### config.mk
export PLATFORM = sky130hd
export DESIGN_NAME = status_lock_reg
export DESIGN_NICKNAME = d
export VERILOG_FILES = /design/src/logic/status_read_pkg.sv /design/src/logic/status_lock_reg.sv
export SDC_FILE = /design/constraint.sdc
export NUM_CORES = 1
export LEC_CHECK = 0
export BUFFER_PORTS_ARGS = -buffer_cell sky130_fd_sc_hd__buf_2
export CAP_MARGIN = 10
export CORE_AREA = 2 2 118 120
export CTS_CLUSTER_DIAMETER = 80
export CTS_CLUSTER_SIZE = 8
export DETAILED_ROUTE_END_ITERATION = 10
export DIE_AREA = 0 0 120 122
export GPL_TIMING_DRIVEN = 0
export MAX_ROUTING_LAYER = met4
export SYNTH_ARGS = -nofsm -noshare
export SYNTH_HDL_FRONTEND = slang
export SYNTH_SLANG_ARGS = --single-unit
export TNS_END_PERCENT = 100
### constraint.sdc
create_clock -name core_clk -period 0.8 [get_ports core_clk]
set_input_delay 0.16 -clock core_clk [delete_from_list [all_inputs] [get_ports core_clk]]
set_output_delay 0.16 -clock core_clk [all_outputs]
set_load 0.02 [all_outputs]
### src/logic/status_read_pkg.sv
package status_read_pkg;

    // Word and address widths of the debug readback path.
    localparam int STATUS_W = 32;
    localparam int ADDR_W   = 9;

    // The status window is split into groups of sixteen words.
    // Address bits 3:0 pick the word in a group and bits 6:4 pick the group.
    localparam int WORDS_PER_GROUP = 16;
    localparam int GROUP_CNT       = 8;
    localparam int STATUS_CNT      = GROUP_CNT * WORDS_PER_GROUP;

    // Stage 1 reduces each group to one word per even/odd pair.
    localparam int PAIR_CNT = WORDS_PER_GROUP / 2;

    // Value of address bits 8:4 for the first group, i.e. word address 0x080.
    localparam logic [ADDR_W-5:0] STATUS_BASE_GROUP = 5'h08;

    typedef logic [STATUS_W-1:0] status_word_t;

    typedef logic [ADDR_W-1:0] status_addr_t;

    // Word n of the bank is read at address 0x080 + n.
    typedef status_word_t [STATUS_CNT-1:0] status_bank_t;

    // One word per group, the output of the second stage.
    typedef status_word_t [GROUP_CNT-1:0] group_words_t;

    // Single-cycle enables that walk a request through the three stages.
    typedef struct packed {
        logic stage1_en;
        logic stage2_en;
        logic lock_en;
    } pipe_ctl_t;

endpackage

### src/logic/status_lock_reg.sv
`timescale 1ns/100ps

module status_lock_reg
(
    input  logic                          core_clk,
    input  logic                          core_rst_n,
    input  status_read_pkg::pipe_ctl_t    pipe_ctl,
    input  status_read_pkg::status_addr_t rd_addr,
    input  status_read_pkg::group_words_t group_words,
    output status_read_pkg::status_word_t lock_data
);

    localparam logic [status_read_pkg::ADDR_W-5:0] FIRST_GROUP =
        status_read_pkg::STATUS_BASE_GROUP;
    localparam logic [status_read_pkg::ADDR_W-5:0] LAST_GROUP =
        FIRST_GROUP + (status_read_pkg::ADDR_W - 4)'(status_read_pkg::GROUP_CNT - 1);

    logic [status_read_pkg::ADDR_W-1:4] group_field;
    logic [2:0]                         group_sel;
    logic                               in_range;

    assign group_field = rd_addr[status_read_pkg::ADDR_W-1:4];
    assign group_sel   = rd_addr[6:4];

    // Only the window 0x080 to 0x0FF maps onto the status bank.
    assign in_range = (group_field >= FIRST_GROUP) && (group_field <= LAST_GROUP);

    // Out of range reads lock zero so the port never returns stale data.
    always_ff @(posedge core_clk or negedge core_rst_n)
    begin
        if (!core_rst_n)
        begin
            lock_data <= '0;
        end
        else if (pipe_ctl.lock_en)
        begin
            if (in_range)
                lock_data <= group_words[group_sel];
            else
                lock_data <= '0;
        end
    end

    // An address outside the window must never leak a group word.
    a_out_of_range_zero: assert property (@(posedge core_clk) disable iff (!core_rst_n)
        (pipe_ctl.lock_en && ((rd_addr < 9'h080) || (rd_addr > 9'h0FF)))
        |=> (lock_data == '0));

endmodule

; ---- After elaboration in Yosys (flattened, before gate mapping)
; Cells that the tools add are included.
; Widths: inputs -> output; s select.
[totals]
out_inout_bits = 32
in_bits = 270
reg_bits = 32
elab_cells = 8
[classes]
order_cmp = 3
mux = 3
reduce_logical = 1
[ops]
columns = op, n
row1 = $bmux 32 s3, 1
row2 = $mux 32, 2
row3 = $ge 5x4->1 const B, 1
row4 = $le 5x4->1 const B, 1
row5 = $lt 3x4->1 const B, 1
row6 = $logic_and 1x1->1, 1

; ---- Depth between registers and ports, before layout
; Gate-level depths: netlist (run 1).
[logic_depth]
depth_word = 3
depth_mapped = 7
mapped_depth_nobuf = 3

; ---- Worst setup path before layout (run 1)
; OpenSTA, ideal clock, no wires.
[synth_path]
kind = input to register
startpoint = input port rd_addr[4]
endpoint = register lock_data[10]
t_arrival_ps = 1186
path_slack_ps = -526
required_ps = 660
path_buffers = 3
stages = 6
setup_ps = 140
path_cell_list = buf_6 > buf_12 > buf_12 > mux4_2 > nor2_1 > o32ai_1
[synth_between]
elab_chain_cells = 3
elab_cells_between_ends = 6
cone_classes = 2 x order compare / 3 x mux / 1 x reduce/logical
[synth_lines]
columns = item, line_no
row1 = start: declaration, status_lock_reg.sv:8  ; input status_read_pkg::status_addr_t rd_addr,
row2 = "$ge 5x4->1, or another cell as far along", status_lock_reg.sv:26  ; assign in_range = (group_field >= FIRST_GROUP) && (group_field <= LAST_GROUP);
row3 = $logic_and 1x1->1 / $mux 32 (equally long branches), "status_lock_reg.sv:26, status_lock_reg.sv:38"
row4 = $mux 32 (*), status_lock_reg.sv:37  ; if (in_range)
row5 = end signal: assignment, status_lock_reg.sv:38  ; lock_data <= group_words[group_sel];
row6 = end: declaration, status_lock_reg.sv:10  ; output status_read_pkg::status_word_t lock_data
; Mark *: on every way between the ends. The rest lies on a longest branch, timed or not. The select of a mux whose other input is x is not followed.
; A chain may end at the register's enable or synchronous reset.

; ---- Worst setup path in the final report (run 1)
[layout_path]
startpoint = input port rd_addr[4]
endpoint = register lock_data[7]
; Same word-level chain as after synthesis.

==> results.py, run 1 <==
metrics = {
    "synth": {
        "yosysSeqAreaShare_pct": 24.6,
        "synth_top_area_share_pct": 24.6,
        "syn_inst": 295,
        "yosys.area.top_type": "dfrtp_1",
        "netlist_area_mm2": 0.00326,
        "synth-seq-cells": 32,
        "netlist_top_cells_area": "dfrtp_1 25%, mux4_2 20%, mux2_2 19%, o32ai_1 7.5%, o22ai_1 5.4%",
        "yosys_warnings": 0,
        "synthesis.nets": 565,
        "syn_area_per_cell_um2": 11.0,
        "synth_cell_types": 22,
    },
    "sta": {
        "worst_pin_slew_ps": 777,
        "fmax_mhz": 863,
        "period_share_pct": 145,
        "rsz0062_at_grt": "true",
        "worst_slack_ps": -358,
        "finClkSkew_ps": 0,
        "max_slew_margin_pct": 48.2,
        "min_period_ps": 1160,
        "slew_viol_final": 0,
        "hold_viol": 32,
        "setup_viol": 64,
        "hold-worst-slack_ps": -47.9,
    },
    "cells_and_area": {
        "fin_util_pct": 43.0,
        "top_regs": "lock_data (32)",
        "largest_register": "lock_data",
        "nets": 891,
        "areaGrowthSynthToFinish_pct": 78.3,
        "layout-drive-gt1-share_pct": 74.1,
        "diodes": 0,
        "fillers": 1335,
        "largest_register_ffs": 32,
    },
    "placed_design": {
        "hpwl_um": 11000,
        "gp_congestion": 0.799,
        "io_buffers": 294,
    },
    "drt": {
        "wl_um": 14300,
        "wl_met1_um": 5580,
        "dr_wl_met3_um": 921,
        "initialDrtViolationCount": 169,
        "drc": 0,
        "met2WireLength_um": 7580,
        "vias_per_cell": 4.80,
        "first_pass_iters": 4,
        "top_layer_used": "met4",
        "antenna_left": 0,
        "num_vias": 3841,
        "wl_per_cell_um": 17.8,
    },
    "cts": {
        "cts_tree": "yes",
        "cts_buffers": 5,
        "clockRootBuffer": "clkbuf_16",
        "htree_levels": 2,
        "clock_latency_ps": 270,
        "max-clock-path-buffers": 2,
        "clkTransAtPathRegs_ps": 50,
        "tritoncts_num_sinks": 32,
    },
    "worst_setup_path": {
        "reg2regPathDepth": 4,
        "worstSetupEndpointType": "register",
        "arrival_ps": 1280,
        "r2r_start": "lock_data[10]",
        "cp_common_cell": "buf_12",
        "startpoint_type": "primary input",
        "r2r_setup_slack_ps": -90,
        "required_ps": 920,
        "crit_type": "primary input to register",
        "worstPathCellList": "buf_12 > buf_12 > clkbuf_16 > mux4_2 > nor2_1 > o32ai_1",
        "slowest_stage": "mux4_2",
        "crit_path_max_fanout": 8,
        "worst_r2r_endpoint": "lock_data[10]",
        "critical-path-max-stage-delay_ps": 500,
    },
    "power_and_ir_drop": {
        "ir_drop_v": 0.000537,
        "p_int_mw": 4.52,
        "power_mw": 6.43,
        "comb_power_share_pct": 43.6,
        "p_per_area_mw_per_mm2": 1110,
        "seq_power_share_pct": 28.6,
        "p_clk_share_pct": 27.8,
        "sw_frac_of_total_pct": 29.7,
        "leakage_nw": 2.78,
        "p_sw_mw": 1.91,
    },
    "global_route": {
        "grtUsageTotal_pct": 18.8,
        "grt_pass1_wl_um": 20800,
        "grt_overflow_total": 0,
        "grt_pass1_vias": 4020,
        "grt_max_degree": 33,
        "antenna_found_initial": 0,
    },
    "hold_path": {
        "hp-class": "primary input to async pin",
    },
    "floorplan": {
        "ios": 302,
        "core_area_mm2": 0.0135,
        "die_x_um": 120,
        "die_y_um": 122,
        "dieArea_mm2": 0.0146,
        "rows": 43,
        "start_util_pct": 24.1,
    },
    "run": {
        "maxCapViolations": 0,
    },
    "run_status": {
        "violations": "negative hold slack, negative setup slack",
        "status": "finished with violations",
    },
}
## worst max path at each step
stage / from / endpoint / slack, ps / cells after the start
2_1_floorplan: rd_addr[4] / lock_data[10] / -520 / 6
3_3_place_gp: rd_addr[6] / lock_data[12] / -1130 / 6
3_5_place_dp: rd_addr[6] / lock_data[16] / -1170 / 6
4_1_cts: rd_addr[4] / lock_data[11] / -360 / 6
5_1_grt: rd_addr[4] / lock_data[12] / -400 / 6
6_report: rd_addr[4] / lock_data[7] / -360 / 6
## critical path: cells and delay by family
family                 cells  cell delay (ps)
and+or+nand+nor            1              110
muxes                      1              500
AOI/OAI and AO/OA          1               90
buffers and inverters      3              420
## repair_timing
action | 4_1_cts | 5_1_grt
gates resized for setup | 107 | 18
pin swaps | 9 | 2
endpoints found under the hold margin | 17 | 0
cloned | 3 | 2
endpoints found under the setup margin | 64 | 64
setup buffers | 9 | 11
## cell usage after synthesis
master,n
clkbuf_2,1
buf_6,2
mux2_2,55
buf_2,6
inv_1,28
nand3b_1,1
nand2b_1,6
nand2_1,1
dfrtp_1,32
o41ai_1,4
o32ai_1,28
mux4_2,29
buf_4,9
a211oi_1,4
buf_12,4
nor2_1,28
clkbuf_1,9
nor2b_1,12
o22ai_1,28
mux2_1,1
mux4_1,3
a2111oi_0,4
## logic make-up (layout without fill, tap and decap cells)
| kind of cell | Yosys count | in the layout | share of synthesized area (%) |
|---|---|---|---|
| muxes | 88 | 88 | 41.8 |
| buffers and inverters | 59 | 385 | 10.6 |
| and+or+nand+nor | 48 | 48 | 7.03 |
| AOI/OAI and AO/OA | 68 | 68 | 16.0 |
| DFF | 32 | 32 | 24.6 |
## final cells by class
cell class | instances | area [um^2] | area share, %
multi-input cells | 204 | 2240 | 38.7
repair buffers | 319 | 1960 | 33.7
flip-flops and latches | 32 | 801 | 13.8
plain buffers | 31 | 339 | 5.84
well taps | 180 | 225 | 3.88
clock buffers | 6 | 129 | 2.22
inverters | 28 | 105 | 1.81
clock inverters | 1 | 5.00 | 0.0862
## routing by layer
metal	up-vias	global-route usage, %
li1	1810	-
met1	1829	21.6
met2	188	34.4
met3	14	2.90
met4	0	4.26
met5	-	-
## stage by stage
step / instances / setup WS (ps) / area, um^2 / setup TNS (ps)
floorplan: 295 / -518 / 3290 / -15790
global placement: 769 / -1130 / 4980 / -30770
detailed placement: 769 / -1170 / 4980 / -32950
CTS: 788 / -364 / 5600 / -15320
global route: 801 / -399 / 5810 / -17410
finish: 801 / -358 / 5810 / -15060
## placed cells by master (no fill, tap or decap), types with 4 or more instances in the layout
| cell type | instances |
|---|---|
| buf_2 | 263 |
| mux2_2 | 55 |
| buf_6 | 38 |
| dfrtp_1 | 32 |
| mux4_2 | 31 |
| inv_1 | 28 |
| o32ai_1 | 27 |
| buf_4 | 26 |
| nor2_1 | 25 |
| o22ai_1 | 25 |
| nor2b_1 | 8 |
| clkbuf_16 | 7 |
| buf_12 | 6 |
| nand2b_1 | 6 |
| nor2b_2 | 4 |
| buf_8 | 4 |
| a211oi_1 | 4 |
## power by group through the flow
stage / clock network, mW / registers, mW / logic, mW
final: 1.79 / 1.84 / 2.80
after global routing: 1.93 / 1.85 / 3.01
after CTS: 1.89 / 1.84 / 2.68
after detailed placement: 0 / 1.83 / 2.34
after global placement: 0 / 1.83 / 2.30
after floorplan: 0 / 1.99 / 1.12
(Power assumes the default switching activity.)
==> run 2: changes to the inputs <==
--- a/config.mk
+++ b/config.mk
@@ -7,12 +7,13 @@
 export LEC_CHECK = 0
 export BUFFER_PORTS_ARGS = -buffer_cell sky130_fd_sc_hd__buf_2
 export CAP_MARGIN = 10
-export CORE_AREA = 2 2 118 120
+export CORE_AREA = 2 2 117 119
 export CTS_CLUSTER_DIAMETER = 80
 export CTS_CLUSTER_SIZE = 8
 export DETAILED_ROUTE_END_ITERATION = 10
-export DIE_AREA = 0 0 120 122
+export DIE_AREA = 0 0 119 121
 export GPL_TIMING_DRIVEN = 0
+export HOLD_SLACK_MARGIN = 0.05
 export MAX_ROUTING_LAYER = met4
 export SYNTH_ARGS = -nofsm -noshare
 export SYNTH_HDL_FRONTEND = slang
==> run 2 against run 1 <==
Compared with the run above: the flow still finishes with violations (negative hold slack, negative setup slack); clock power is 4% higher; non-clock buffer count grew 3; highest routed layer unchanged; sequential share of layout area down 0.43 points.
==> results.py, run 2 (synthesized netlist as in run 1, its figures left out) <==
metrics = {
    "worst_setup_path": {
        "r2r_start": "lock_data[1]",
        "arrival_ps": 1310,
        "reg2regPathDepth": 4,
        "r2r_setup_slack_ps": -120,
        "required_ps": 940,
        "crit_type": "primary input to register",
        "startpoint_type": "primary input",
        "worst_r2r_endpoint": "lock_data[1]",
        "crit_path_max_fanout": 7,
        "worstSetupEndpointType": "register",
    },
    "sta": {
        "rsz0062_at_grt": "true",
        "fmax_mhz": 854,
        "setup_viol": 64,
        "hold_viol": 32,
        "hold-worst-slack_ps": -29.1,
        "max_slew_margin_pct": 46.0,
        "worst_pin_slew_ps": 810,
        "min_period_ps": 1170,
        "finClkSkew_ps": 0,
        "period_share_pct": 146,
        "slew_viol_final": 0,
        "worst_slack_ps": -371,
    },
    "placed_design": {
        "dp_slack_ps": -1110,
        "postPlaceCellArea_mm2": 0.00498,
        "io_buffers": 294,
        "hpwl_um": 11500,
        "gp_congestion": 0.792,
    },
    "drt": {
        "wl_um": 15400,
        "first_pass_iters": 4,
        "wl_per_cell_um": 19.2,
        "drc": 0,
        "num_vias": 3976,
        "antenna_left": 0,
        "initialDrtViolationCount": 148,
        "vias_per_cell": 4.96,
    },
    "power_and_ir_drop": {
        "ir_drop_v": 0.000730,
        "p_per_area_mw_per_mm2": 1110,
        "leakage_nw": 2.85,
    },
    "cts": {
        "htree_levels": 2,
        "max-clock-path-buffers": 2,
        "tritoncts_num_sinks": 32,
        "clkTransAtPathRegs_ps": 60,
        "clockRootBuffer": "clkbuf_16",
        "cts_tree": "yes",
        "cts_buffers": 5,
        "clock_latency_ps": 270,
    },
    "cells_and_area": {
        "nets": 894,
        "fin_area_mm2": 0.00599,
        "top_regs": "lock_data (32)",
        "largest_register": "lock_data",
        "final_cell_mix": "263 x buf_2, 53 x mux2_2, 39 x buf_6, 32 x dfrtp_1, 30 x mux4_2",
        "final_common_cell": "buf_2",
        "layout-drive-gt1-share_pct": 78.8,
        "largest_register_ffs": 32,
        "areaGrowthSynthToFinish_pct": 84.0,
    },
    "global_route": {
        "grt_pass1_vias": 4216,
        "antenna_found_initial": 1,
        "grtUsageTotal_pct": 20.3,
        "grt_pass1_wl_um": 22000,
        "grt_max_degree": 33,
        "grt_overflow_total": 0,
    },
    "run_status": {
        "status": "finished with violations",
        "violations": "negative hold slack, negative setup slack",
    },
    "floorplan": {
        "die_y_um": 121,
        "ios": 302,
        "start_util_pct": 24.9,
        "core_area_mm2": 0.0131,
        "dieArea_mm2": 0.0144,
        "die_x_um": 119,
        "rows": 42,
    },
    "run": {
        "maxCapViolations": 0,
    },
    "hold_path": {
        "hp-class": "primary input to async pin",
    },
}
run 2: area by class of cell:
class	instances	area [um^2]
diodes	1	2.50
plain buffers	31	363
clock buffers	6	129
clock inverters	1	5.00
fillers	1255	7090
inverters	28	105
multi-input cells	204	2390
flip-flops and latches	32	801
well taps	176	220
repair buffers	322	1980
run 2: where the power goes:
part / switching (mW) / internal [mW]
Sequential: 0.0971 / 1.74
Clock: 0.726 / 1.13
Combinational: 1.24 / 1.72
Total: 2.07 / 4.60
run 2: stage by stage:
stage / instances / utilization [%] / setup TNS, ps / power, mW
2_1_floorplan: 295 / - / -15790 / 3.11
3_3_place_gp: 765 / 38.0 / -29710 / 4.14
3_5_place_dp: 765 / 38.0 / -32020 / 4.20
4_1_cts: 786 / 43.5 / -15580 / 6.49
5_1_grt: 801 / 45.8 / -17230 / 7.00
6_report: 801 / 45.8 / -15190 / 6.67
run 2: worst max-delay path by stage:
stage                           from       endpoint  slack, ps  cells after the start
after floorplan           rd_addr[4]  lock_data[10]       -520                      6
after global placement    rd_addr[6]   lock_data[3]      -1080                      6
after detailed placement  rd_addr[6]   lock_data[3]      -1110                      6
after CTS                 rd_addr[4]  lock_data[18]       -380                      7
after global routing      rd_addr[4]  lock_data[18]       -410                      7
final                     rd_addr[4]   lock_data[1]       -370                      8
run 2: what timing repair did:
item | in CTS | in global routing
setup buffers | 12 | 13
setup endpoints to repair | 64 | 64
gates resized for setup | 121 | 46
pin swaps | 10 | 8
cloned | 2 | 1
endpoints found under the hold margin | 32 | 32
run 2: metal layers:
layer	wire length [um]	share of wire, %	global-route usage, %	vias to the layer above
li1	-	-	-	1821
met1	6120	40	23.3	1940
met2	8200	53	37.6	199
met3	866	5.6	2.82	16
met4	183	1.2	4.46	0
met5	0	0	-	-
run 2: worst max-delay path: stages:
cell     delay (ps)
buf_12           80
buf_12          130
buf_12          160
buf_12          110
buf_16          110
mux2_2          340
o22ai_2         120
o32ai_2         100
